<file path="config.mk">
export PLATFORM = sky130hd
export DESIGN_NAME = int_regfile
export DESIGN_NICKNAME = d
export VERILOG_FILES = /design/src/logic/rv_pkg.sv /design/src/logic/int_regfile.sv
export SDC_FILE = /design/constraint.sdc
export NUM_CORES = 2
export LEC_CHECK = 0
export BUFFER_PORTS_ARGS = -buffer_cell sky130_fd_sc_hd__buf_4
export CAP_MARGIN = 10
export CORE_MARGIN = 1
export CORE_UTILIZATION = 30
export DETAILED_ROUTE_END_ITERATION = 10
export GPL_ROUTABILITY_DRIVEN = 0
export GPL_TIMING_DRIVEN = 0
export PLACE_DENSITY = 0.51
export SETUP_SLACK_MARGIN = 0.05
export SYNTH_ARGS = -nofsm -noshare
export SYNTH_HDL_FRONTEND = slang
export SYNTH_SLANG_ARGS = --single-unit
export TNS_END_PERCENT = 1
</file>
<file path="constraint.sdc">
create_clock -name clk -period 4.2 [get_ports clk]
set_input_delay 0.21 -clock clk [delete_from_list [all_inputs] [get_ports clk]]
set_output_delay 0.21 -clock clk [all_outputs]
set_load 0.05 [all_outputs]
</file>
<file path="src/logic/rv_pkg.sv">
package rv_pkg;

	parameter int xlen = 64;
	parameter int lg_arch_regs = 5;

	// major opcodes, insn[6:0]
	parameter logic [6:0] op_load = 7'h03;
	parameter logic [6:0] op_misc_mem = 7'h0f; // fence
	parameter logic [6:0] op_imm = 7'h13;
	parameter logic [6:0] op_auipc = 7'h17;
	parameter logic [6:0] op_imm32 = 7'h1b;
	parameter logic [6:0] op_store = 7'h23;
	parameter logic [6:0] op_reg = 7'h33;
	parameter logic [6:0] op_lui = 7'h37;
	parameter logic [6:0] op_branch = 7'h63;
	parameter logic [6:0] op_jalr = 7'h67;
	parameter logic [6:0] op_jal = 7'h6f;
	parameter logic [6:0] op_system = 7'h73;

	// csrrs sources
	parameter logic [11:0] csr_cycle = 12'hc00;
	parameter logic [11:0] csr_instret = 12'hc02;

	typedef enum logic [5:0] {
		// immediate forms
		ADDI, SLLI, SLTI, SLTIU, XORI,
		SRLI, SRAI, ORI, ANDI, ADDIW,
		// register forms
		ADDU, SUBU, SLL, SLT, SLTU,
		XOR, SRL, SRA, OR, AND,
		LUI, AUIPC,
		// control transfer
		BEQ, BNE, BLT, BGE, BLTU, BGEU,
		JAL, JALR, J, JR, RET,
		RDCYCLE, RDINSTRET,
		// decoded only, never executed
		LB, LH, LW, LD, LBU, LHU,
		SB, SH, SW, SD,
		MUL, MULH, MULHU,
		DIV, DIVU, REM, REMU,
		NOP,
		BREAK,
		MONITOR,
		II
	} uop_op_t;

endpackage

</file>
<file path="src/logic/int_regfile.sv">
module int_regfile(
	input logic clk,
	input logic rst,
	input logic [rv_pkg::lg_arch_regs-1:0] rd_a,
	input logic [rv_pkg::lg_arch_regs-1:0] rd_b,
	output logic [rv_pkg::xlen-1:0] data_a,
	output logic [rv_pkg::xlen-1:0] data_b,
	input logic wr_en,
	input logic [rv_pkg::lg_arch_regs-1:0] wr_addr,
	input logic [rv_pkg::xlen-1:0] wr_data
);

	logic [rv_pkg::xlen-1:0] regs [1:31]; // no storage behind x0

	always_ff @(posedge clk)
	begin
		if (rst)
		begin
			for (int i = 1; i < 32; i++)
				regs[i] <= '0;
		end
		else if (wr_en && wr_addr != '0)
		begin
			regs[wr_addr] <= wr_data;
		end
	end

	assign data_a = (rd_a == '0) ? '0 : regs[rd_a];
	assign data_b = (rd_b == '0) ? '0 : regs[rd_b];

endmodule

</file>
After elaboration in Yosys (flattened, before gate mapping) --
Memories as Yosys holds them, arrays and structs flattened. Index checks and enable logic that the tools add are counted.
Storage, ports and cells: memories kept 1, register bits 0, logic and storage cells 16, input bits 82, bits in writable memories 1984, output and inout port bits 128
Memory list:
- regs | words 31, bits a word 64, read ports 2, clocked after Yosys merged registers in 0, wr ports 31, RTL line int_regfile.sv:13 | logic [rv_pkg::xlen-1:0] regs [1:31];
Cells by class: reductions and logical operators 5, multiplexer cells 10
Operators with widths (number):
- 64-bit 2-to-1 mux | 3
- 64-bit OR reduction | 1
- 5-bit zero test | 2
- 1-bit 2-to-1 mux | 6
- 5-bit 2-to-1 mux | 1
- 5-bit nonzero test | 1
- 1-bit logical AND | 1

Logic depth before layout (Yosys ltp) --
word-level depth 7, gate-level depth with buffers 10, mapped depth without buffers 5

Worst setup path after synthesis --
OpenSTA, ideal clock, no wires.
path type input to output, start input rd_a[0] (netlist name), end output data_a[42] (netlist name), required time 3.990 ns, path slack 0.288 ns, path buffers 5, cell stages on the path 9, arrival time 3.702 ns, cell sequence buf_4 buf_6 buf_6 buf_6 buf_8 mux2i_1 o22ai_1 a211oi_1 a2111oi_0
Between the ends: word-level cells in the longest chain between the ends 2, elaborated cells between the ends (all ways) 3, those cells by class mux (1); reduce/logical (1); memory (1)
RTL lines:
- start, declared | RTL line int_regfile.sv:4 | input logic [rv_pkg::lg_arch_regs-1:0] rd_a,
- memory 31 x 64 bit or 5-bit zero test (tied branches)
- 64-bit 2-to-1 mux * | RTL line int_regfile.sv:28 | assign data_a = (rd_a == '0) ? '0 : regs[rd_a];
- end, declared | RTL line int_regfile.sv:6 | output logic [rv_pkg::xlen-1:0] data_a,
Every way passes the cells marked *; elsewhere a longest branch is shown, timed or not.

Worst setup path after layout --
start input rd_b[1] (netlist name), end output data_b[30] (netlist name)
Between the ends: word-level cells in the longest chain between the ends 2, elaborated cells between the ends (all ways) 3, those cells by class mux (1); reduce/logical (1); memory (1)
RTL lines:
- start, declared | RTL line int_regfile.sv:5 | input logic [rv_pkg::lg_arch_regs-1:0] rd_b,
- memory 31 x 64 bit or 5-bit zero test (tied branches)
- 64-bit 2-to-1 mux * | RTL line int_regfile.sv:29 | assign data_b = (rd_b == '0) ? '0 : regs[rd_b];
- end, declared | RTL line int_regfile.sv:7 | output logic [rv_pkg::xlen-1:0] data_b,
Marked as above.

==> flow_summary_export.csv <==
group,metric,value,unit
run_status,outcome,"complete, but fails checks",
run_status,violations,"max-capacitance violations, max-slew violations, negative setup slack",
layout,regMostFlops,"regs",
synth,yosysSeqAreaShare,0.568,
die,start_util,0.301,
routing,wl_per_cell,42.7,um
global_routing,grt_antenna_before_repair,80,
global_routing,overflow,0,
global_routing,grt_usage,0.290,
synth,ys_async_sr_fraction,0,
die,die_x,603,um
die,num_rows,220,
placement,numPortBuffers,204,
cts,clockRootBuffer,"clkbuf_16",
sta,period_needed,4.54,ns
synth,netlist.area_leader.share,0.568,
synth,synthCells,7055,
power_and_ir_drop,vdd_drop_max,0.340,mV
cts,h-tree-depth,4,
global_routing,busiest_layer,"met2",
synth,synth-main-ff-cell,"edfxtp_1",
cts,cts_tree,"yes",
critical_path,worstSetupPathType,"input pin to primary output",
global_routing,use_met3,0.0926,
synth,ys_warn_count,0,
layout,nFillCells,34421,
sta,worstMarginPinSlew,1.54,ns
sta,setup_viol,61,
run,max_cap_viol_count,3,
layout,final_nets,7788,
global_routing,grt_max_degree,43,
sta,fmax,220,MHz
synth,ys_ff_latch,2048,
routing,wl,541000,um
sta,setup_slack,-0.345,ns
sta,finalHoldViolCount,0,
critical_path,crit_fanout,10,
min_path,min_path_type,"input pin to flip-flop",
cts,clock_sinks,2048,
global_routing,grtUsageMet2,0.436,
die,core,0.359,mm^2
routing,via_count,76366,
placement,dp.cells,12179,
critical_path,worstSetupStartpointType,"input pin",
layout,layout_common_cells,"edfxtp_1, and2_1, mux4_2",
critical_path,cp-end-kind,"primary output",
power_and_ir_drop,power_density,415,mW/mm^2
cts,numCtsBuffers,225,
cts,clock_path_buffers,4,
layout,largest_reg_flops,2048,
layout,layout.cells.non_filler,12670,
critical_path,worstPathRequired,3.99,ns
routing,drtIter0Drc,13864,
global_routing,grt_pass1_wl,696000,um
routing,avgViaCountPerCell,6.03,
synth,yosys.area.top_type,"edfxtp_1",
routing,antenna_left,0,
sta,drv_slew,33,
placement,dpl.hpwl,387000,um
sta,rsz0062_at_grt,"true",
synth,synth_enable_flop_cells,2048,
die,io-pin-count,210,
synth,synth.lib_cells_used.distinct,43,
cts,clk_pin_slew,0.06,ns
layout,area_growth,16.4,%
routing,drt_drc_violations_left,0,
sta,post-route-period-util,1.08,
die,die-area,0.363,mm^2
layout,drive_gt1_frac,0.246,
sta,tns,-7.08,ns
power_and_ir_drop,p_leak,0.0431,uW
die,die_h,603,um
synth,syn-cell-area,0.108,mm^2
sta,slew_headroom,-0.0256,
layout,largestRegisters,"regs x2048",
routing,dr.pass1.iters,6,
synth,synth_area_leaders,"edfxtp_1, mux4_2, and2_1",
synth,avgSynthCellArea,15.3,um^2
global_routing,grtUsageMet1,0.346,
layout,final_common_cell,"edfxtp_1",
global_routing,grt_pass1_vias,72666,
critical_path,arrival,4.33,ns
==> timing repair <==
action / in CTS / in global routing
hold buffers: 64 / 0
gates resized for setup: 99 / 40
hold endpoints to repair: 779 / 0
buffers inserted: 1 / 0
setup endpoints to repair: 99 / 74
==> stage by stage <==
stage | power [uW] | area, um^2 | utilization | hold slack (ns) | worst slack, ns
after floorplan | 28700 | 108000 | - | 0.309 | 0.288
after global placement | 32500 | 116000 | 0.323 | 0.427 | -2.40
after detailed placement | 32800 | 118000 | 0.328 | 0.429 | -0.813
after CTS | 51800 | 126000 | 0.350 | 0.0316 | -0.116
after global routing | 52800 | 126000 | 0.351 | 0.0513 | -0.0824
final | 52300 | 126000 | 0.351 | 0.0298 | -0.345
==> cells in the mapped netlist (40+ instances only) <==
library cell / instances
a21o_1: 42
a21oi_1: 50
a221oi_1: 57
a22oi_1: 74
and2_1: 1986
buf_2: 103
buf_4: 40
clkbuf_1: 586
edfxtp_1: 2048
mux2_2: 120
mux2i_1: 365
mux4_2: 906
nand2_1: 109
nor2_1: 58
o221ai_1: 55
o22ai_1: 100
==> cells by family (layout without fill, tap and decap cells) <==
group	count (synthesis)	after routing	synth area share
other	1	95	0.0000346
buffers and inverters	791	1539	0.0317
AO/OA/AOI/OAI	540	540	0.0375
multiplexers	1391	1391	0.235
flip-flops	2048	2048	0.568
AND/OR/NAND/NOR	2284	2284	0.128
==> cell type report <==
type | count | area, um^2 | area share
timing repair buffer | 361 | 3960 | 0.0314
buffer | 789 | 3600 | 0.0286
clock inverter | 97 | 741 | 0.00588
sequential | 2048 | 61500 | 0.488
antenna | 31 | 77.6 | 0.000616
tap | 4773 | 5970 | 0.0474
multi-input combinational | 4279 | 44200 | 0.350
inverter | 2 | 7.51 | 0.0000596
clock buffer | 290 | 5980 | 0.0475
==> power breakdown <==
part / total [uW] / switching, uW / internal, uW
Clock: 19400 / 8740 / 10700
Sequential: 24200 / 567 / 23600
Combinational: 8730 / 5890 / 2840
Total: 52300 / 15200 / 37100
==> per-layer routing <==
metal  vias to the layer above  wire length (um)  share of wire
met2                      6083            236000           0.44
met3                      1601             67400           0.12
met4                        28             49100          0.091
li1                      28554                 -              -
met1                     40100            188000           0.35
met5                         -               195        0.00036
==> path summary, 6_finish.rpt <==
kind         from          end  slack [ns]  depth (start not counted)
min   wr_data[49]  regs[0][49]        0.03                          2
max       rd_b[1]   data_b[30]       -0.34                          8
==> critical path, cell delays in order <==
cell and delay [ns]:
buf_2 0.58, buf_2 0.57, buf_2 0.62, clkbuf_4 0.53
mux4_2 0.36, a32oi_1 0.38, o2111ai_1 0.60, buf_4 0.43
Note: power is estimated with default switching activity, not from simulation.
