**config.mk**
```make
export PLATFORM = sky130hd
export DESIGN_NAME = int_result
export DESIGN_NICKNAME = d
export VERILOG_FILES = /design/src/logic/rv_pkg.sv /design/src/logic/int_result.sv
export SDC_FILE = /design/constraint.sdc
export NUM_CORES = 1
export LEC_CHECK = 0
export ABC_AREA = 1
export BUFFER_PORTS_ARGS = -buffer_cell sky130_fd_sc_hd__buf_2
export CAP_MARGIN = 15
export CELL_PAD_IN_SITES_DETAIL_PLACEMENT = 2
export CELL_PAD_IN_SITES_GLOBAL_PLACEMENT = 2
export CORE_UTILIZATION = 27
export DETAILED_ROUTE_END_ITERATION = 12
export GPL_TIMING_DRIVEN = 1
export PLACE_DENSITY_LB_ADDON = 0.1
export SLEW_MARGIN = 20
export SYNTH_ARGS = -nofsm -noshare
export SYNTH_HDL_FRONTEND = slang
export SYNTH_SLANG_ARGS = --single-unit
```
**constraint.sdc**
```tcl
create_clock -name clk -period 2.04 [get_ports clk]
set_input_delay 0.408 -clock clk [delete_from_list [all_inputs] [get_ports clk]]
set_output_delay 0.408 -clock clk [all_outputs]
set_load 0.005 [all_outputs]
```
**src/logic/rv_pkg.sv**
```systemverilog
package rv_pkg;

	parameter int xlen = 64;
	parameter int lg_arch_regs = 5;

	// major opcodes, insn[6:0]
	parameter logic [6:0] op_load = 7'h03;
	parameter logic [6:0] op_misc_mem = 7'h0f; // fence
	parameter logic [6:0] op_imm = 7'h13;
	parameter logic [6:0] op_auipc = 7'h17;
	parameter logic [6:0] op_imm32 = 7'h1b;
	parameter logic [6:0] op_store = 7'h23;
	parameter logic [6:0] op_reg = 7'h33;
	parameter logic [6:0] op_lui = 7'h37;
	parameter logic [6:0] op_branch = 7'h63;
	parameter logic [6:0] op_jalr = 7'h67;
	parameter logic [6:0] op_jal = 7'h6f;
	parameter logic [6:0] op_system = 7'h73;

	// csrrs sources
	parameter logic [11:0] csr_cycle = 12'hc00;
	parameter logic [11:0] csr_instret = 12'hc02;

	typedef enum logic [5:0] {
		// immediate forms
		ADDI, SLLI, SLTI, SLTIU, XORI,
		SRLI, SRAI, ORI, ANDI, ADDIW,
		// register forms
		ADDU, SUBU, SLL, SLT, SLTU,
		XOR, SRL, SRA, OR, AND,
		LUI, AUIPC,
		// control transfer
		BEQ, BNE, BLT, BGE, BLTU, BGEU,
		JAL, JALR, J, JR, RET,
		RDCYCLE, RDINSTRET,
		// decoded only, never executed
		LB, LH, LW, LD, LBU, LHU,
		SB, SH, SW, SD,
		MUL, MULH, MULHU,
		DIV, DIVU, REM, REMU,
		NOP,
		BREAK,
		MONITOR,
		II
	} uop_op_t;

endpackage

```
**src/logic/int_result.sv**
```systemverilog
module int_result(
	input logic clk,
	input logic rst,
	input logic ex_valid,
	input rv_pkg::uop_op_t ex_op,
	input logic [rv_pkg::lg_arch_regs-1:0] ex_dst,
	input logic ex_dst_valid,
	input logic [rv_pkg::xlen-1:0] ex_value,
	input logic ex_taken,
	input logic [rv_pkg::xlen-1:0] ex_target,
	input logic ex_pred,
	input logic [rv_pkg::xlen-1:0] ex_pc,
	input logic ex_unsupported,
	output logic wb_en,
	output logic [rv_pkg::lg_arch_regs-1:0] wb_dst,
	output logic [rv_pkg::xlen-1:0] wb_data,
	output logic [rv_pkg::xlen-1:0] cycle_count,
	output logic [rv_pkg::xlen-1:0] instret_count,
	output logic rslt_valid,
	output logic [rv_pkg::lg_arch_regs-1:0] rslt_dst,
	output logic [rv_pkg::xlen-1:0] rslt_data,
	output logic rslt_unsupported,
	output logic redirect,
	output logic [rv_pkg::xlen-1:0] redirect_pc
);

	// only control transfers may steer fetch
	wire is_ctrl = ex_op inside {rv_pkg::BEQ, rv_pkg::BNE, rv_pkg::BLT, rv_pkg::BGE,
		rv_pkg::BLTU, rv_pkg::BGEU, rv_pkg::JAL, rv_pkg::JALR, rv_pkg::J,
		rv_pkg::JR, rv_pkg::RET};

	always_ff @(posedge clk)
	begin
		if (rst)
		begin
			rslt_valid <= 1'b0;
			wb_en <= 1'b0;
			redirect <= 1'b0;
			cycle_count <= '0;
			instret_count <= '0;
		end
		else
		begin
			rslt_valid <= ex_valid;
			wb_en <= ex_valid && ex_dst_valid;
			redirect <= ex_valid && is_ctrl && (ex_taken != ex_pred);
			cycle_count <= cycle_count + 64'd1;
			if (ex_valid)
				instret_count <= instret_count + 64'd1;
		end
		if (ex_valid)
		begin
			rslt_dst <= ex_dst_valid ? ex_dst : '0;
			rslt_data <= ex_value;
			rslt_unsupported <= ex_unsupported;
			redirect_pc <= ex_taken ? ex_target : ex_pc + 64'd4;
		end
	end

	// write port shares the retire registers
	assign wb_dst = rslt_dst;
	assign wb_data = rslt_data;

endmodule

```
Yosys cells after proc, flatten, opt, wreduce, memory -nomap -nowiden
Index checks and enable logic that the tools add are counted.

word-level totals
  bits in registers = 265
  bits in latches = 0
  RAM bits = 0
  ROM bits = 0
  bits of input ports = 210
  output and inout port bits = 334
  memories = 0

operators by class
  add/sub/neg operators = 3
  multipliers = 0
  div/mod/pow operators = 0
  magnitude comparators = 0
  eq/ne operators = 12
  shift operators = 0
  muxes and demuxes = 1
  bitwise logic cells = 0
  reductions and logical operators = 4

operators with widths
  kind                     count
  $add A64 B1 Y64 const B  2
  $add A64 B3 Y64 const B  1
  $mux W64                 1
  $eq A6 B5 Y1 const B     10
  $reduce_bool A11 Y1      1
  $eq A6 B6 Y1 const B     1
  $logic_and A1 B1 Y1      3
  $ne A1 B1 Y1             1

Logic depth before layout (Yosys ltp)
  word-level depth = 4
  mapped depth = 11
  gate-level depth less buffers = 11

Least setup slack after synthesis
OpenSTA, ideal clock, no wires.

  kind = input to register
  from = input port ex_pc[2] (netlist bit)
  to = register redirect_pc[50] (netlist bit), data pin
  library setup time = 0.252 ns
  arrival time = 1.438 ns
  path slack = 0.350 ns
  stages on the path = 9
  path buffers = 0
  path through = ha_1 > inv_1 > nor2_1 > nand2_1 > nor2_2 > nand3_1 > xor2_1 > nand2_1 > nand2_1

between the ends
  word-level cells in the longest chain between the ends = 2

RTL lines
  item                  RTL line          source
  from (decl)           int_result.sv:12  input logic [rv_pkg::xlen-1:0] ex_pc,
  $add A64 B3 Y64       int_result.sv:56  redirect_pc <= ex_taken ? ex_target : ex_pc + 64'd4;
  $mux W64              int_result.sv:56
  to (signal assigned)  int_result.sv:56
  to (decl)             int_result.sv:24  output logic [rv_pkg::xlen-1:0] redirect_pc

No other way between the ends.
A chain may end at the register's enable or synchronous reset.

Final worst setup path
  from = register instret_count[13] (netlist bit)
  to = register instret_count[48] (netlist bit)

between the ends
  word-level cells in the longest chain between the ends = 1

RTL lines
  item                    RTL line          source
  from (decl)             int_result.sv:18  output logic [rv_pkg::xlen-1:0] instret_count,
  from (signal assigned)  int_result.sv:49  instret_count <= instret_count + 64'd1;
  $add A64 B1 Y64         int_result.sv:49

No other way between the ends.

==> flow_summary.toml <==
[status]
status = "finished clean"

[global_route]
grt_usage_pct = 26.76
antenna_found_initial = 7
grt_pass1_vias = 17550
grt_pass1_wl_um = 111500
grt_overflow_total = 0
grt_max_degree = 78

[logic_synthesis]
synthesis.area_um2 = 14740
async_flop_share_pct = 0
synth.most_common_cell = "nand2_1"
ys_top_cells_by_count = "617 x nand2_1, 399 x nor2_1, 157 x inv_1"
yosysWarnings = 0
synth_edf_count = 134
yosysUniqueCellTypes = 40
syn-num-nets = 2242
synth_top_cell_area_share_pct = 27.30
avgSynthCellArea_um2 = 7.265
seq_area_frac_synth_pct = 45.09
synth-main-ff-cell = "edfxtp_1"
synth-seq-cells = 265
netlist_instances = 2029
yosysTopAreaCell = "edfxtp_1"
synth_area_leaders = "edfxtp_1 27%, dfxtp_1 18%, nand2_1 16%, nor2_1 10%, inv_1 4.0%"

[routing]
wirelength_um = 76190
drtIter0Drc = 635
drtPass1Iterations = 4
wl_per_cell_um = 22.57
postRouteAntennaNets = 0
dr_wl_met3_um = 3323
maxUsedRoutingLayer = "met5"
met1_length_um = 33520
drcViolationCount = 0
viasPerCell = 4.843
met2_length_um = 37970
vias = 16350

[cts]
numCtsBuffers = 36
clk_path_buf_depth = 3
clk_pin_slew_ns = 0.06
htreeDepth = 2
worstSkewPairLatency_ns = 0.55
cts_tree = "built"
cts-root-buf = "clkbuf_16"
clock-sinks = 265
postCtsSetupRepairBufs = 0

[setup_path]
reg2reg_from = "instret_count[13]$_SDFFE_PP0P_"
ff2ff_setup_slack_ns = 0.16
cp-end-kind = "flip-flop"
regToRegEndpoint = "instret_count[48]$_SDFFE_PP0P_"
cp_data_arrival_time_ns = 2.32
path_class = "reg -> reg"
cp_max_fo = 4
critPathLaunchType = "flip-flop"
cp.required_ns = 2.47
r2r_cells = 9

[sta]
fin_skew_ns = 0.01777
hold_ws_ns = 0.03604
finalHoldViolCount = 0
fmax_mhz = 530.6
slew_headroom_pct = 51.17
setup_viol = 0
drv_slew = 0
setup_ws_ns = 0.1555
fin_crit_sh_pct = 92.38
rsz0062_at_grt = "no"
period_needed_ns = 1.885
worst_slew_pin_slew_ns = 0.7325

[floorplan]
die_h_um = 235.7
core-area_um2 = 53920
die-area_um2 = 55530
start_util_pct = 27.34
row_count = 85
dieWidth_um = 235.7
pin_count = 544

[power_and_ir_drop]
power_density_nw_per_um2 = 679.4
cellLeakagePower_uw = 0.008406
irDropWorstVdd_mv = 0.5440

[hold_path]
worstHoldEndpoint = "rslt_data[2]$_DFFE_PP_"
min_delay_path_depth = 1
hp-class = "in -> reg"
min_from = "ex_value[2]"

[placement]
io_buffer_count = 543
post-place-ws_ns = -0.1828
hpwl_um = 62330
place.gp.congestion = 0.9456
placed_cell_area_um2 = 18600

[finish]
multiInputGateArea_um2 = 6870
design_area_um2 = 20050
drive_above_1_share_pct = 28.74
regArea_um2 = 6648
nets = 2862
area_growth_pct = 36.01
fillers = 6400

[run]
cap_violations = 0
placed cells by master (no fill, tap or decap), types with 42 or more instances in the layout:
cell type  netlist  final
buf_2            0    541
buf_4           71     99
dfxtp_1        131    130
nand4_1         42     42
a21oi_1         73     73
o21ai_0         72     72
nand3_1         94     94
inv_1          157    157
nor2_1         399    397
nand2_1        617    617
edfxtp_1       134    134
cell families (layout without fill, tap and decap cells):
group	after synthesis	count (layout)	share of synthesized area [%]
buffers and inverters	261	908	8.454
DFF	265	265	45.09
other	0	3	0
adders and majority gates	3	3	0.2547
and+or+nand+nor	1277	1277	36.86
xor gates and xnor gates	58	58	3.446
AOI/OAI and AO/OA	165	165	5.891
through the flow:
| step | utilization (%) | instances | TNS, ns | power [uW] |
|---|---|---|---|---|
| 6_report | 37.18 | 3375 | 0 | 13620 |
| 5_1_grt | 37.18 | 3374 | 0 | 14090 |
| 4_1_cts | 37.12 | 3372 | 0 | 13830 |
| 3_5_place_dp | 34.49 | 3275 | -0.9947 | 7511 |
| 3_3_place_gp | 34.49 | 3275 | -0.4785 | 7471 |
| 2_1_floorplan | - | 2029 | 0 | 6585 |
state kept, by name (all words and copies together), names as in the netlist:
signal	flops
redirect_pc	64
rslt_dst	5
instret_count	64
rslt_unsupported	1
redirect	1
rslt_valid	1
wb_en	1
cycle_count	64
rslt_data	64
report_power, final:
group	leakage, uW	total, uW	internal (uW)	switching, uW
clock	0.000544	6170	3540	2630
sequential	0.00237	6020	5880	142
combinational	0.00550	1430	587	845
worst max path at each step:
stage                                    from                             end  slack (ns)  depth (start not counted)
3_5_place_dp                         ex_pc[2]       redirect_pc[28]$_DFFE_PP_       -0.18                          9
4_1_cts         instret_count[0]$_SDFFE_PP0P_  instret_count[54]$_SDFFE_PP0P_        0.04                         10
6_report       instret_count[13]$_SDFFE_PP0P_  instret_count[48]$_SDFFE_PP0P_        0.16                          9
5_1_grt         instret_count[5]$_SDFFE_PP0P_  instret_count[43]$_SDFFE_PP0P_       0.004                          9
3_3_place_gp                         ex_pc[3]       redirect_pc[25]$_DFFE_PP_       -0.14                         10
2_1_floorplan                        ex_pc[2]       redirect_pc[50]$_DFFE_PP_        0.35                          9
timing repair:
item / in CTS / in global routing
gates resized for setup: 0 / 7
hold endpoints to repair: 32 / 0
setup endpoints to repair: 0 / 10
hold buffers: 32 / 0
routing by layer:
metal,vias up,GRT usage (%)
met5,-,0
li1,7704,-
met2,367,47.59
met4,6,6.041
met3,70,4.561
met1,8198,33.57
critical path, cell delays in order, from the launching register on:
cell and delay [ns]:
dfxtp_1 0.46, nand2_1 0.13, nor2_1 0.20, nand2_1 0.15, nor2_1 0.21, nand3_1 0.15, nor2_1 0.22, nand3_1 0.11
nand2_1 0.09, nor2_1 0.04
area by class of cell:
type | instances | share of cell area [%]
antenna | 3 | 0.03745
clock buffer | 50 | 4.962
clock inverter | 15 | 0.5305
inverter | 162 | 3.033
multi-input combinational | 1503 | 34.27
sequential | 265 | 33.16
tap | 696 | 4.344
timing repair buffer | 681 | 19.67
Note: power is estimated with default switching activity, not from simulation.
