`src/logic/rv_pkg.sv`:
```
package rv_pkg;

	parameter int xlen = 64;
	parameter int lg_arch_regs = 5;

	// major opcodes, insn[6:0]
	parameter logic [6:0] op_load = 7'h03;
	parameter logic [6:0] op_misc_mem = 7'h0f; // fence
	parameter logic [6:0] op_imm = 7'h13;
	parameter logic [6:0] op_auipc = 7'h17;
	parameter logic [6:0] op_imm32 = 7'h1b;
	parameter logic [6:0] op_store = 7'h23;
	parameter logic [6:0] op_reg = 7'h33;
	parameter logic [6:0] op_lui = 7'h37;
	parameter logic [6:0] op_branch = 7'h63;
	parameter logic [6:0] op_jalr = 7'h67;
	parameter logic [6:0] op_jal = 7'h6f;
	parameter logic [6:0] op_system = 7'h73;

	// csrrs sources
	parameter logic [11:0] csr_cycle = 12'hc00;
	parameter logic [11:0] csr_instret = 12'hc02;

	typedef enum logic [5:0] {
		// immediate forms
		ADDI, SLLI, SLTI, SLTIU, XORI,
		SRLI, SRAI, ORI, ANDI, ADDIW,
		// register forms
		ADDU, SUBU, SLL, SLT, SLTU,
		XOR, SRL, SRA, OR, AND,
		LUI, AUIPC,
		// control transfer
		BEQ, BNE, BLT, BGE, BLTU, BGEU,
		JAL, JALR, J, JR, RET,
		RDCYCLE, RDINSTRET,
		// decoded only, never executed
		LB, LH, LW, LD, LBU, LHU,
		SB, SH, SW, SD,
		MUL, MULH, MULHU,
		DIV, DIVU, REM, REMU,
		NOP,
		BREAK,
		MONITOR,
		II
	} uop_op_t;

endpackage

```
`src/logic/decode_riscv.sv`:
```
module decode_riscv(
	input logic mode64,
	input logic [31:0] insn,
	input logic [rv_pkg::xlen-1:0] pc,
	input logic insn_pred,
	output rv_pkg::uop_op_t op,
	output logic [rv_pkg::lg_arch_regs-1:0] src_a,
	output logic [rv_pkg::lg_arch_regs-1:0] src_b,
	output logic [rv_pkg::lg_arch_regs-1:0] dst,
	output logic src_a_valid,
	output logic src_b_valid,
	output logic dst_valid,
	output logic [rv_pkg::xlen-1:0] rvimm,
	output logic is_br,
	output logic br_pred,
	output logic is_cheap_int,
	output logic unsupported
);

	wire [6:0] opcode = insn[6:0];
	wire [2:0] funct3 = insn[14:12];
	wire [6:0] funct7 = insn[31:25];
	wire [rv_pkg::lg_arch_regs-1:0] rd = insn[11:7];
	wire [rv_pkg::lg_arch_regs-1:0] rs1 = insn[19:15];
	wire [rv_pkg::lg_arch_regs-1:0] rs2 = insn[24:20];
	wire rd_nz = (rd != '0);
	wire rs1_is_link = (rs1 == 5'd1) || (rs1 == 5'd5); // ra or t0
	wire [rv_pkg::xlen-1:0] i_imm = {{(rv_pkg::xlen-12){insn[31]}}, insn[31:20]};
	wire [rv_pkg::xlen-1:0] s_imm = {{(rv_pkg::xlen-12){insn[31]}}, insn[31:25], insn[11:7]};
	wire [rv_pkg::xlen-1:0] u_imm = {{(rv_pkg::xlen-32){insn[31]}}, insn[31:12], 12'd0};

	logic [rv_pkg::xlen-1:0] pc_off;
	logic nop_if_x0; // op collapses to NOP when rd is x0

	always_comb
	begin
		case (opcode)
			rv_pkg::op_auipc: pc_off = u_imm;
			rv_pkg::op_branch:
				pc_off = {{(rv_pkg::xlen-12){insn[31]}}, insn[7], insn[30:25], insn[11:8], 1'b0};
			rv_pkg::op_jal:
				pc_off = {{(rv_pkg::xlen-20){insn[31]}}, insn[19:12], insn[20], insn[30:21], 1'b0};
			default: pc_off = '0;
		endcase
	end

	wire [rv_pkg::xlen-1:0] pc_sum = pc + pc_off;
	wire [rv_pkg::xlen-1:0] pc_rel = mode64 ? pc_sum :
		{{(rv_pkg::xlen-32){pc_sum[31]}}, pc_sum[31:0]}; // 32-bit address space

	always_comb
	begin
		op = rv_pkg::II;
		src_a = rs1;
		src_b = rs2;
		dst = rd;
		src_a_valid = 1'b0;
		src_b_valid = 1'b0;
		dst_valid = 1'b0;
		rvimm = '0;
		is_br = 1'b0;
		br_pred = 1'b0;
		is_cheap_int = 1'b0;
		unsupported = 1'b0;
		nop_if_x0 = 1'b0;
		case (opcode)
			rv_pkg::op_load:
			begin
				src_a_valid = 1'b1;
				dst_valid = rd_nz;
				rvimm = i_imm;
				unsupported = 1'b1;
				case (funct3)
					3'd0: op = rv_pkg::LB;
					3'd1: op = rv_pkg::LH;
					3'd2: op = rv_pkg::LW;
					3'd3: op = rv_pkg::LD;
					3'd4: op = rv_pkg::LBU;
					3'd5: op = rv_pkg::LHU;
					default: op = rv_pkg::II;
				endcase
			end
			rv_pkg::op_misc_mem:
			begin
				op = rv_pkg::NOP;
				unsupported = 1'b1;
			end
			rv_pkg::op_imm:
			begin
				src_a_valid = 1'b1;
				dst_valid = rd_nz;
				rvimm = i_imm;
				is_cheap_int = 1'b1;
				nop_if_x0 = 1'b1;
				case (funct3)
					3'd0: op = rv_pkg::ADDI;
					3'd1: op = (insn[31:26] == 6'h00) ? rv_pkg::SLLI : rv_pkg::II;
					3'd2: op = rv_pkg::SLTI;
					3'd3: op = rv_pkg::SLTIU;
					3'd4: op = rv_pkg::XORI;
					3'd5:
					begin
						if (insn[31:26] == 6'h00)
							op = rv_pkg::SRLI;
						else if (insn[31:26] == 6'h10)
							op = rv_pkg::SRAI;
					end
					3'd6: op = rv_pkg::ORI;
					default: op = rv_pkg::ANDI;
				endcase
			end
			rv_pkg::op_auipc, rv_pkg::op_lui:
			begin
				op = (opcode == rv_pkg::op_lui) ? rv_pkg::LUI : rv_pkg::AUIPC;
				dst_valid = rd_nz;
				rvimm = (opcode == rv_pkg::op_lui) ? u_imm : pc_rel;
				is_cheap_int = 1'b1;
				nop_if_x0 = 1'b1;
			end
			rv_pkg::op_imm32:
			begin
				src_a_valid = 1'b1;
				dst_valid = rd_nz;
				rvimm = i_imm;
				is_cheap_int = 1'b1;
				nop_if_x0 = 1'b1;
				if (funct3 == 3'd0)
					op = rv_pkg::ADDIW;
			end
			rv_pkg::op_store:
			begin
				src_a_valid = 1'b1;
				src_b_valid = 1'b1;
				rvimm = s_imm;
				unsupported = 1'b1;
				case (funct3)
					3'd0: op = rv_pkg::SB;
					3'd1: op = rv_pkg::SH;
					3'd2: op = rv_pkg::SW;
					3'd3: op = rv_pkg::SD;
					default: op = rv_pkg::II;
				endcase
			end
			rv_pkg::op_reg:
			begin
				src_a_valid = 1'b1;
				src_b_valid = 1'b1;
				dst_valid = rd_nz && (funct7 != 7'h01);
				is_cheap_int = (funct7 != 7'h01);
				unsupported = (funct7 == 7'h01); // M extension
				nop_if_x0 = 1'b1;
				case ({funct7, funct3})
					{7'h00, 3'd0}: op = rv_pkg::ADDU;
					{7'h20, 3'd0}: op = rv_pkg::SUBU;
					{7'h00, 3'd1}: op = rv_pkg::SLL;
					{7'h00, 3'd2}: op = rv_pkg::SLT;
					{7'h00, 3'd3}: op = rv_pkg::SLTU;
					{7'h00, 3'd4}: op = rv_pkg::XOR;
					{7'h00, 3'd5}: op = rv_pkg::SRL;
					{7'h20, 3'd5}: op = rv_pkg::SRA;
					{7'h00, 3'd6}: op = rv_pkg::OR;
					{7'h00, 3'd7}: op = rv_pkg::AND;
					{7'h01, 3'd0}: op = rv_pkg::MUL;
					{7'h01, 3'd1}: op = rv_pkg::MULH;
					{7'h01, 3'd3}: op = rv_pkg::MULHU;
					{7'h01, 3'd4}: op = rv_pkg::DIV;
					{7'h01, 3'd5}: op = rv_pkg::DIVU;
					{7'h01, 3'd6}: op = rv_pkg::REM;
					{7'h01, 3'd7}: op = rv_pkg::REMU;
					default: op = rv_pkg::II;
				endcase
			end
			rv_pkg::op_branch:
			begin
				src_a_valid = 1'b1;
				src_b_valid = 1'b1;
				rvimm = pc_rel;
				is_br = 1'b1;
				br_pred = insn_pred;
				is_cheap_int = 1'b1;
				case (funct3)
					3'd0: op = rv_pkg::BEQ;
					3'd1: op = rv_pkg::BNE;
					3'd4: op = rv_pkg::BLT;
					3'd5: op = rv_pkg::BGE;
					3'd6: op = rv_pkg::BLTU;
					3'd7: op = rv_pkg::BGEU;
					default: op = rv_pkg::II;
				endcase
			end
			rv_pkg::op_jalr:
			begin
				src_a_valid = 1'b1;
				dst_valid = rd_nz;
				rvimm = i_imm;
				is_br = 1'b1;
				br_pred = 1'b1;
				is_cheap_int = 1'b1;
				if (rd_nz)
					op = rv_pkg::JALR;
				else
					op = rs1_is_link ? rv_pkg::RET : rv_pkg::JR;
			end
			rv_pkg::op_jal:
			begin
				dst_valid = rd_nz;
				rvimm = pc_rel;
				is_br = 1'b1;
				br_pred = 1'b1;
				is_cheap_int = 1'b1;
				op = rd_nz ? rv_pkg::JAL : rv_pkg::J;
			end
			rv_pkg::op_system:
			begin
				if (insn[31:7] == '0)
				begin
					op = rv_pkg::BREAK;
					unsupported = 1'b1;
				end
				else if (insn[31:20] == 12'd1 && insn[19:7] == '0)
				begin
					op = rv_pkg::MONITOR;
					unsupported = 1'b1;
				end
				else if (funct3 == 3'd2 && insn[31:20] == rv_pkg::csr_cycle)
					op = rv_pkg::RDCYCLE;
				else if (funct3 == 3'd2 && insn[31:20] == rv_pkg::csr_instret)
					op = rv_pkg::RDINSTRET;
				dst_valid = rd_nz && (op == rv_pkg::RDCYCLE || op == rv_pkg::RDINSTRET);
				nop_if_x0 = (op == rv_pkg::RDCYCLE || op == rv_pkg::RDINSTRET);
			end
			default: op = rv_pkg::II;
		endcase
		if (nop_if_x0 && !rd_nz && op != rv_pkg::II)
			op = rv_pkg::NOP;
		if (op == rv_pkg::II)
		begin
			// illegal encodings retire as no-ops
			dst_valid = 1'b0;
			is_br = 1'b0;
			br_pred = 1'b0;
			is_cheap_int = 1'b0;
			unsupported = 1'b1;
		end
	end

endmodule

```
`config.mk`:
```
export PLATFORM = sky130hd
export DESIGN_NAME = decode_riscv
export DESIGN_NICKNAME = d
export VERILOG_FILES = /design/src/logic/rv_pkg.sv /design/src/logic/decode_riscv.sv
export SDC_FILE = /design/constraint.sdc
export NUM_CORES = 1
export LEC_CHECK = 0
export BUFFER_PORTS_ARGS = -buffer_cell sky130_fd_sc_hd__buf_2
export CORE_MARGIN = 2
export CORE_UTILIZATION = 40
export DETAILED_ROUTE_END_ITERATION = 8
export PLACE_DENSITY = 0.66
export SLEW_MARGIN = 15
export SYNTH_ARGS = -nofsm -noshare
export SYNTH_HDL_FRONTEND = slang
export SYNTH_SLANG_ARGS = --single-unit
```
`constraint.sdc`:
```
create_clock -name vclk -period 6.6
set_clock_uncertainty 0.2 [all_clocks]
set_input_delay 0.66 -clock vclk [all_inputs]
set_output_delay 0.66 -clock vclk [all_outputs]
set_load 0.05 [all_outputs]
```
Word-level counts from Yosys, hierarchy flattened. Cells that the tools add are included. Widths: inputs -> output; s select.

Memories kept: 0. Input port bits: 98. RAM bits: 0. Flip-flop bits (word level): 0. Memory bits (read-only): 0. Latch bits: 0. Output and inout bits: 92.

Bitwise logic cells: 0. Shifts and indexed selects: 0. Reduce and logical (&&, ||, !) cells: 27. Mux-type cells: 39. Add/subtract/negate cells: 1. Divide/modulo/power cells: 0. Magnitude comparators: 0. Eq/ne operators: 47. $mul: 0.

Operator list (number): $pmux 64 s4 (1); $pmux 64 s3 (1); $mux 64 (2); $pmux 6 s17 (1); $eq 10x4->1 const B (7); $pmux 6 s11 (1); $add 64x64->64 (1); $mux 6 (8); $pmux 6 s7 (1); $eq 10x3->1 const B (4); $pmux 6 s6 (1); $pmux 5 s6 (1); $eq 7x7->1 const B (4); $logic_not 25->1 (1); $eq 12x12->1 const B (2); $eq 7x5->1 const B (3); $eq 7x6->1 const B (3); $reduce_or 7->1 (3); $eq 10x2->1 const B (2); $eq 10x9->1 const B (2); $mux 5 (4); $pmux 5 s4 (1); $eq 6x6->1 const B (3); $logic_not 13->1 (1); 28 further kinds (56).

Longest topological paths before layout. Gate-level depths: netlist of the first run.

Word-level depth: 15. Depth in mapped cells: 19. Gate-level depth less buffers: 18.

Least setup slack after synthesis of the first run. Ideal clock, no wire load.

Kind: input-to-output. From: input insn[3]. To: output rvimm[61] (netlist bit). Data required time: 5740 ps. Buffers on the path: 2. Setup slack: -193 ps. Stages: 17. Arrival: 5933 ps. Cells stage by stage: nand4bb_1 > nor2_1 > and3_1 > clkbuf_1 > or3_1 > and2_1 > ha_1 > clkbuf_1 > a21o_1 > a21oi_1 > nand3b_1 > o2111ai_1 > a21oi_1 > o31ai_2 > a211oi_1 > and3_1 > nor4_1.

Longest elaborated chain between the ends: 6. Elaborated cells on any way between the ends: 17.

Ends and longest elaborated chain: from (decl) (line decode_riscv.sv:3) `input logic [31:0] insn,`; $eq 7x7->1 or $eq 7x5->1 (tied branches) (line decode_riscv.sv:37, decode_riscv.sv:66); $pmux 64 s3 (line decode_riscv.sv:37) `case (opcode)`; $add 64x64->64 (line decode_riscv.sv:47) `wire [rv_pkg::xlen-1:0] pc_sum = pc + pc_off;`; $mux 64 (line decode_riscv.sv:48) `wire [rv_pkg::xlen-1:0] pc_rel = mode64 ? pc_sum :`; $mux 64 (line decode_riscv.sv:116) `rvimm = (opcode == rv_pkg::op_lui) ? u_imm : pc_rel;`; $pmux 64 s4 (*) (line decode_riscv.sv:66) `case (opcode)`; to (decl) (line decode_riscv.sv:13) `output logic [rv_pkg::xlen-1:0] rvimm,`.

Mark *: on every way between the ends. The rest lies on a longest branch, timed or not.

Worst setup path in the final report of the first run.
From: input insn[6]. To: output rvimm[57] (netlist bit).

Same word-level chain as after synthesis.

==> flow_summary_export.csv, run 1 <==
group,metric,value,unit
status,status,"completed",
route,routed_wl,22.60,mm
pwr,comb_power_share,1.000,
pwr,seqPwrFrac,0,
synthesis,synth_cell_types,69,
synthesis,synth_fp_nets,1097,
synthesis,synth_cells,936,
route,vias,7574,
synthesis,seq_area_frac_synth,0,
die,start_util,0.4140,
timing,slew-limit-headroom,0.4582,
placement,dp_hpwl,18.17,mm
synthesis,synth_top_cell_by_area,"ha_1",
pwr,p_sw_frac,0.6903,
die,die_x,124.3,um
timing,maxSlewViolCount,0,
synthesis,synth.top_cell.area_share,0.1339,
timing,fmax,160.9,MHz
placement,routabilityCongestion,0.9996,
final_layout,diodes,0,
global_routing,grt_max_degree,34,
synthesis,yosysWarnings,0,
pwr,p_int,102.1,uW
global_routing,antenna_found_initial,0,
global_routing,grt_overflow,0,
worst_setup_path,worst-endpoint-arrival,5.36,ns
synthesis,synth_area_leaders,"ha_1, a21oi_1, o21ai_0, a21o_1, nand2_1",
timing,hold_viol_final,0,
pwr,cellPowerDensity,48.63,nW/um2
hold_path,hold_path.class,"input pin to output port",
final_layout,syn_to_final_growth,17.04,%
timing,rsz0062_at_grt,"false",
final_layout,multi_input_area,5354,um2
global_routing,grt_pass1_vias,6961,
pwr,irDropWorstVdd,0.00002748,V
final_layout,regArea,0,um2
synthesis,avgSynthCellArea,6.188,um2
route,drt.antenna.violating_nets,0,
die,rows,43,
job,maxCapViolations,0,
die,core,13990,um2
worst_setup_path,setup.worst_path.end_class,"output port",
final_layout,clockBufferCount,0,
worst_setup_path,cp_cell_sequence,"buf_2, and2_0, nand3_1, nor2_4, a22o_1, ha_1, inv_1, fa_1, and2b_1, o2111ai_1, a2111oi_2, o31a_1, o2111ai_1, a21oi_1, o31ai_2, a211oi_1, buf_4, nor4_1, a311oi_1, buf_2",
pwr,power.leakage,0.003621,uW
worst_setup_path,path_class,"input pin to output port",
die,boundaryPins,190,
placement,pre_cts_slack,0.3508,ns
pwr,pwr-share-clk,0,
final_layout,fillers,1570,
synthesis,syn_area,5792,um2
global_routing,grt_pass1_wl,35.91,mm
final_layout,layout-drive-gt1-share,0.2127,
timing,finalSetupTns,0,ns
worst_setup_path,cp_max_fo,7,
timing,finalSetupViolCount,0,
worst_setup_path,crit_start,"insn[6]",
timing,fin_crit_sh,0.9417,
route,routedWlPerCell,18.12,um
timing,final.min_clock_period,6.215,ns
clocking,ctsResizeCount,0,
route,drtIter0Drc,624,
final_layout,nets,1230,
die,dieArea,15460,um2
worst_setup_path,slowest_stage,"a2111oi_2",
final_layout,final_common_cell,"buf_2",
timing,worst_pin_slew,0.8123,ns
final_layout,layout_common_cells,"buf_2, a21oi_1, nand2_1, o21ai_0, nor2_1",
worst_setup_path,cp.required,5.74,ns
worst_setup_path,crit_family,"compound AO/OA/AOI/OAI gates",
global_routing,grt_use_total,0.2734,
worst_setup_path,critPathMaxStageDelay,0.46,ns
route,drtPass1Iterations,6,
route,drc_errors,0,
clocking,holdBufCountCts,0,
timing,hold_slack,1.453,ns
worst_setup_path,path_buf_inv,4,
hold_path,hold_start,"insn[9]",
final_layout,nFlopsAndLatches,0,
timing,setup_slack,0.3845,ns
placement,port_buffers,190,
die,die_h,124.3,um
clocking,post_cts_buffers,0,
route,vias_per_cell,6.074,
worst_setup_path,crit_path_start_kind,"input pin",
pwr,p_sw,227.6,uW
==> Yosys cell counts (5+ instances only) <==
cell type,number
nand4_1,24
nor2b_1,8
o21ai_0,86
o22ai_1,5
o21a_1,9
buf_4,15
a211oi_1,8
nor3b_1,6
clkbuf_1,51
a22oi_1,5
inv_1,31
ha_1,62
and2_1,16
xnor2_1,29
o21ai_1,8
buf_2,6
o211ai_1,9
a21oi_1,130
nor4_1,8
a21o_1,55
or3_1,9
nand3_1,15
and3_1,12
nor3_1,16
a221oi_1,5
a31oi_1,9
nand2_1,100
nor2_1,74
xor2_1,29
o21bai_1,12
nand2b_1,10
==> final timing paths <==
kind	end	slack, ns	cells past startpoint
worst max-delay path	rvimm[57]	0.38	20
worst min-delay path	dst[2]	1.45	2
==> final cells by class <==
| cell class | instances | share of cell area |
|---|---|---|
| well taps | 180 | 0.03322 |
| inverters | 31 | 0.01717 |
| repair buffers | 206 | 0.1598 |
| multi-input cells | 830 | 0.7898 |
==> layer usage <==
metal | vias to the layer above | track usage | wire length [um]
li1 | 3719 | - | -
met1 | 3474 | 0.3881 | 10240
met2 | 338 | 0.4571 | 10320
met3 | 43 | 0.01675 | 1522
met4 | 0 | 0.05486 | 522
met5 | - | 0 | 0
==> per-stage QoR <==
step	cells	cell area (um2)	total power [uW]	utilization
after floorplan	936	5798	226.2	-
after global placement	1247	6768	324.7	0.4838
after detailed placement	1247	6768	323.2	0.4838
after CTS	1247	6768	324.6	0.4838
after global routing	1247	6779	354.8	0.4846
final	1247	6779	329.7	0.4846
==> power by group through the flow <==
stage                     sequential (uW)  combinational [uW]  clock (uW)
after floorplan                         0                 226           0
after global placement                  0                 325           0
after detailed placement                0                 323           0
after CTS                               0                 325           0
after global routing                    0                 355           0
final                                   0                 330           0
==> cell families (layout without fill, tap and decap cells) <==
group                      count (synthesis)  after routing  synth area share
adders and majority gates                 65             65            0.1409
AOI/OAI and AO/OA                        388            388            0.4193
muxes                                      2              2          0.003457
buffers and inverters                    106            237           0.07971
xor gates and xnor gates                  58             58           0.08771
and+or+nand+nor                          317            317            0.2690
No activity file was read; power rests on OpenSTA's default activity.
==> inputs of run 2 (changes only) <==
--- a/config.mk
+++ b/config.mk
@@ -5,11 +5,11 @@
 export SDC_FILE = /design/constraint.sdc
 export NUM_CORES = 1
 export LEC_CHECK = 0
+export ABC_AREA = 1
 export BUFFER_PORTS_ARGS = -buffer_cell sky130_fd_sc_hd__buf_2
 export CORE_MARGIN = 2
 export CORE_UTILIZATION = 40
 export DETAILED_ROUTE_END_ITERATION = 8
-export PLACE_DENSITY = 0.66
 export SLEW_MARGIN = 15
 export SYNTH_ARGS = -nofsm -noshare
 export SYNTH_HDL_FRONTEND = slang
==> flow_summary_export.csv, run 2 <==
group,metric,value,unit
route,vias_per_cell,5.545,
route,routedWlPerCell,18.40,um
route,drc_errors,0,
route,drtIter0Drc,741,
hold_path,min_path_cells,2,
timing,worst_pin_slew,0.6747,ns
synthesis,yosysMostFrequentCell,"nand2_1",
final_layout,fillers,2241,
placement,placed_cells,1948,
synthesis,yosys-top-cells-count,"nand2_1, nor2_1, inv_1, nand3_1, a21oi_1",
die,core,18640,um2
synthesis,synth_fp_nets,1717,
route,routed_wl,35.85,mm
worst_setup_path,worst-endpoint-arrival,4.65,ns
timing,maxSlewViolCount,0,
timing,finalSetupTns,0,ns
route,drtPass1Iterations,6,
status,status,"completed",
die,rows,50,
synthesis,synth_fa_ha_area_frac,0.1054,
job,maxCapViolations,0,
final_layout,nets,1877,
hold_path,hold_start,"insn[16]",
synthesis,synth_area_leaders,"nand2_1, nor2_1, inv_1, ha_1, nand3_1",
worst_setup_path,path_class,"input pin to output port",
timing,final.min_clock_period,5.510,ns
final_layout,layout_common_cells,"nand2_1, nor2_1, inv_1, buf_2, nand3_1",
timing,rsz0062_at_grt,"false",
pwr,irDropWorstVdd,0.00002668,V
synthesis,synth_simple_gate_area_share,0.5246,
worst_setup_path,cp_max_fo,31,
timing,fin_crit_sh,0.8348,
worst_setup_path,setup.worst_path.end_class,"output port",
die,die_h,141.4,um
timing,fmax,181.5,MHz
clocking,holdBufCountCts,0,
final_layout,nFlopsAndLatches,0,
global_routing,grt_use_total,0.3448,
final_layout,diodes,0,
global_routing,grt_pass1_vias,9943,
placement,port_buffers,190,
die,die_x,141.4,um
synthesis,synth_cells,1556,
final_layout,clockBufferCount,0,
synthesis,synth-compound-area-share,0.1889,
timing,slew-limit-headroom,0.5502,
die,boundaryPins,190,
clocking,ctsResizeCount,0,
synthesis,muxShareOfSynthArea,0,
pwr,power.leakage,0.005032,uW
synthesis,yosysWarnings,0,
route,vias,10800,
final_layout,final_common_cell,"nand2_1",
final_layout,syn_to_final_growth,13.79,%
final_layout,layout-drive-gt1-share,0.1435,
final_layout,multi_input_area,6429,um2
die,dieArea,19990,um2
global_routing,grt_pass1_wl,53.81,mm
global_routing,grt_overflow,0,
worst_setup_path,crit_path_start_kind,"input pin",
clocking,post_cts_buffers,0,
final_layout,final_cells,1948,
route,drt.antenna.violating_nets,0,
synthesis,syn_area,7551,um2
global_routing,antenna_found_initial,0,
synthesis,synth_top_family_by_area,"simple AND/OR/NAND/NOR gates",
timing,hold_viol_final,0,
hold_path,hold_path.class,"input pin to output port",
placement,dp_hpwl,31.24,mm
die,start_util,0.4050,
synthesis,synth_xor_area_frac,0.03248,
synthesis,avgSynthCellArea,4.853,um2
synthesis,synth_top_cell_by_area,"nand2_1",
timing,finalSetupViolCount,0,
synthesis,seq_area_frac_synth,0,
pwr,cellPowerDensity,44.14,nW/um2
hold_path,hold_end,"src_a[1]",
global_routing,grt_max_degree,34,
synthesis,synth.top_cell.area_share,0.2232,
final_layout,regArea,0,um2
synthesis,synth_cell_types,43,
worst_setup_path,cp.required,5.74,ns
placement,routabilityCongestion,1.028,
-- run 2: worst max-delay path, stage by stage --
cell     delay (ns)
buf_2          0.14
inv_2          0.07
nand2_1        0.05
nor2_1         0.23
nand2_2        0.25
nand2_1        0.14
buf_4          0.21
nand2_1        0.28
o21ai_0        0.25
ha_1           0.35
nand2_1        0.12
inv_1          0.06
nand2_1        0.13
nor2_1         0.08
and3_1         0.14
nand2_1        0.06
nand2_1        0.12
xor2_1         0.19
nand2_1        0.13
o21ai_2        0.07
inv_2          0.39
nand2_1        0.13
nand2_1        0.09
buf_2          0.26
-- run 2: stage by stage --
stage | total power, uW | setup WS (ns) | util | hold WS [ns] | instance area (um2)
after floorplan | 253.9 | 1.782 | - | 1.287 | 7551
after global placement | 372.4 | 1.227 | 0.4609 | 1.422 | 8592
after detailed placement | 371.1 | 1.201 | 0.4609 | 1.422 | 8592
after CTS | 372.4 | 1.176 | 0.4609 | 1.422 | 8592
after global routing | 408.0 | 0.7021 | 0.4609 | 1.426 | 8592
final | 379.2 | 1.090 | 0.4609 | 1.423 | 8592
-- run 2: logic make-up after synthesis --
kind of cell,Yosys count
AND/OR/NAND/NOR,935
buffers and inverters,273
adder cells (fa/ha/maj),63
AO/OA/AOI/OAI,257
XOR/XNOR,28
-- run 2: worst max path at each step --
| stage | cells after the start | start | to |
|---|---|---|---|
| 5_1_grt | 23 | insn[3] | rvimm[42] |
| 3_5_place_dp | 24 | insn[3] | rvimm[42] |
| 3_3_place_gp | 24 | insn[3] | rvimm[42] |
| 4_1_cts | 24 | insn[3] | rvimm[42] |
| 6_report | 24 | insn[3] | rvimm[42] |
| 2_1_floorplan | 17 | insn[1] | rvimm[30] |
-- run 2: area by class of cell --
type                       count  area share
multi-input combinational   1283      0.7482
timing repair buffer         194      0.1142
inverter                     237      0.1035
tap                          234     0.03408
-- run 2: power by group --
part	internal, uW	switching, uW
sequential	0	0
combinational	102	277
clock	0	0
-- run 2: layer usage --
metal	GRT usage	wire length (um)
met3	0.02767	2571
met2	0.5930	16450
met1	0.4345	14740
met5	0	0
met4	0.1695	2085
==> inputs of run 3 (changes only) <==
--- a/config.mk
+++ b/config.mk
@@ -10,6 +10,7 @@
 export CORE_MARGIN = 2
 export CORE_UTILIZATION = 40
 export DETAILED_ROUTE_END_ITERATION = 8
+export PLACE_DENSITY = 0.65
 export SLEW_MARGIN = 15
 export SYNTH_ARGS = -nofsm -noshare
 export SYNTH_HDL_FRONTEND = slang
==> constraint.sdc (replaced) <==
create_clock -name vclk -period 4.8
set_clock_uncertainty 0.2 [all_clocks]
set_input_delay 0.48 -clock vclk [all_inputs]
set_output_delay 0.48 -clock vclk [all_outputs]
set_load 0.05 [all_outputs]
==> flow_summary_export.csv, run 3 (same netlist as run 2, synthesis figures left out) <==
group,metric,value,unit
status,status,"completed",
pwr,p_sw,386.0,uW
die,boundaryPins,190,
placement,routabilityCongestion,1.068,
timing,slew-limit-headroom,0.5726,
global_routing,antenna_found_initial,0,
timing,finalSetupTns,0,ns
timing,hold_slack,1.063,ns
job,maxCapViolations,0,
route,drt.antenna.violating_nets,0,
route,drc_errors,0,
worst_setup_path,path_class,"input pin to output port",
placement,placed_cells,1977,
final_layout,final_cells,1977,
timing,final.min_clock_period,4.569,ns
die,start_util,0.4050,
placement,dp_hpwl,30.50,mm
pwr,comb_power_share,1.000,
die,die_h,141.4,um
route,routed_wl,35.02,mm
route,routedWlPerCell,17.71,um
global_routing,grt_max_degree,34,
final_layout,nets,1906,
final_layout,regArea,0,um2
route,drtPass1Iterations,7,
final_layout,diodes,0,
worst_setup_path,cp.required,4.12,ns
final_layout,nFlopsAndLatches,0,
worst_setup_path,cp_max_fo,33,
global_routing,grt_overflow,0,
pwr,p_sw_frac,0.7198,
pwr,seqPwrFrac,0,
clocking,post_cts_buffers,0,
pwr,p_int,150.3,uW
timing,hold_viol_final,0,
worst_setup_path,worst-endpoint-arrival,3.89,ns
global_routing,grt_pass1_wl,53.23,mm
pwr,pwr-share-clk,0,
route,vias,10850,
clocking,holdBufCountCts,0,
hold_path,hold_path.class,"input pin to output port",
worst_setup_path,crit_path_start_kind,"input pin",
pwr,irDropWorstVdd,0.00003446,V
route,drtIter0Drc,872,
timing,fin_crit_sh,0.9520,
die,rows,50,
timing,maxSlewViolCount,0,
final_layout,final_common_cell,"nand2_1",
placement,pre_cts_slack,0.1313,ns
pwr,power.leakage,0.005189,uW
final_layout,layout_common_cells,"nand2_1, nor2_1, inv_1, buf_2, nand3_1",
timing,fmax,218.8,MHz
clocking,ctsResizeCount,0,
timing,worst_pin_slew,0.6411,ns
die,die_x,141.4,um
die,dieArea,19990,um2
timing,setup_slack,0.2306,ns
global_routing,grt_pass1_vias,10050,
die,core,18640,um2
final_layout,layout-drive-gt1-share,0.1635,
global_routing,grt_use_total,0.3367,
route,vias_per_cell,5.489,
worst_setup_path,setup.worst_path.end_class,"output port",
final_layout,clockBufferCount,0,
pwr,cellPowerDensity,60.32,nW/um2
final_layout,syn_to_final_growth,17.76,%
timing,finalSetupViolCount,0,
timing,rsz0062_at_grt,"false",
placement,port_buffers,190,
-- run 3: final cells by class --
class                           count  area (um2)
Tap cell                          234       292.8
Timing Repair Buffer              223        1244
Fill cell                        2182        9751
Inverter                          237       889.6
Multi-Input combinational cell   1283        6466
-- run 3: path summary, 6_finish.rpt --
kind | start | endpoint | slack [ns] | depth (start not counted)
max | insn[4] | rvimm[63] | 0.23 | 22
min | insn[21] | src_b[1] | 1.06 | 2
-- run 3: critical path: stages --
cell and delay, ns:
buf_2 0.14, inv_2 0.09, nand2_2 0.07, nor2_4 0.15
nand2_2 0.16, nand2_1 0.22, nor2_1 0.10, nor2_2 0.14
buf_12 0.21, ha_1 0.35, nand2_1 0.16, inv_1 0.05
a21oi_1 0.28, nand2_1 0.16, nand2_1 0.08, nand2_1 0.09
a21oi_1 0.21, nand3_1 0.09, nand3_1 0.11, nand3_1 0.09
nand3_1 0.14, buf_2 0.29
-- run 3: through the flow --
step / total power, uW / instance area [um2] / utilization
2_1_floorplan: 349.1 / 7551 / -
3_3_place_gp: 525.0 / 8847 / 0.4746
3_5_place_dp: 523.6 / 8847 / 0.4746
4_1_cts: 525.5 / 8847 / 0.4746
5_1_grt: 575.8 / 8892 / 0.4770
6_report: 536.3 / 8892 / 0.4770
-- run 3: power by group through the flow --
stage | clock network [uW] | registers [uW] | logic [uW]
after floorplan | 0 | 0 | 349
after global placement | 0 | 0 | 525
after detailed placement | 0 | 0 | 524
after CTS | 0 | 0 | 526
after global routing | 0 | 0 | 576
final | 0 | 0 | 536
-- run 3: metal layers --
metal | track usage | up-vias | part of all wire
met1 | 0.4269 | 4897 | 0.42
met3 | 0.02970 | 93 | 0.069
met2 | 0.5887 | 446 | 0.46
li1 | - | 5416 | -
met5 | 0 | - | 0
met4 | 0.1342 | 0 | 0.049
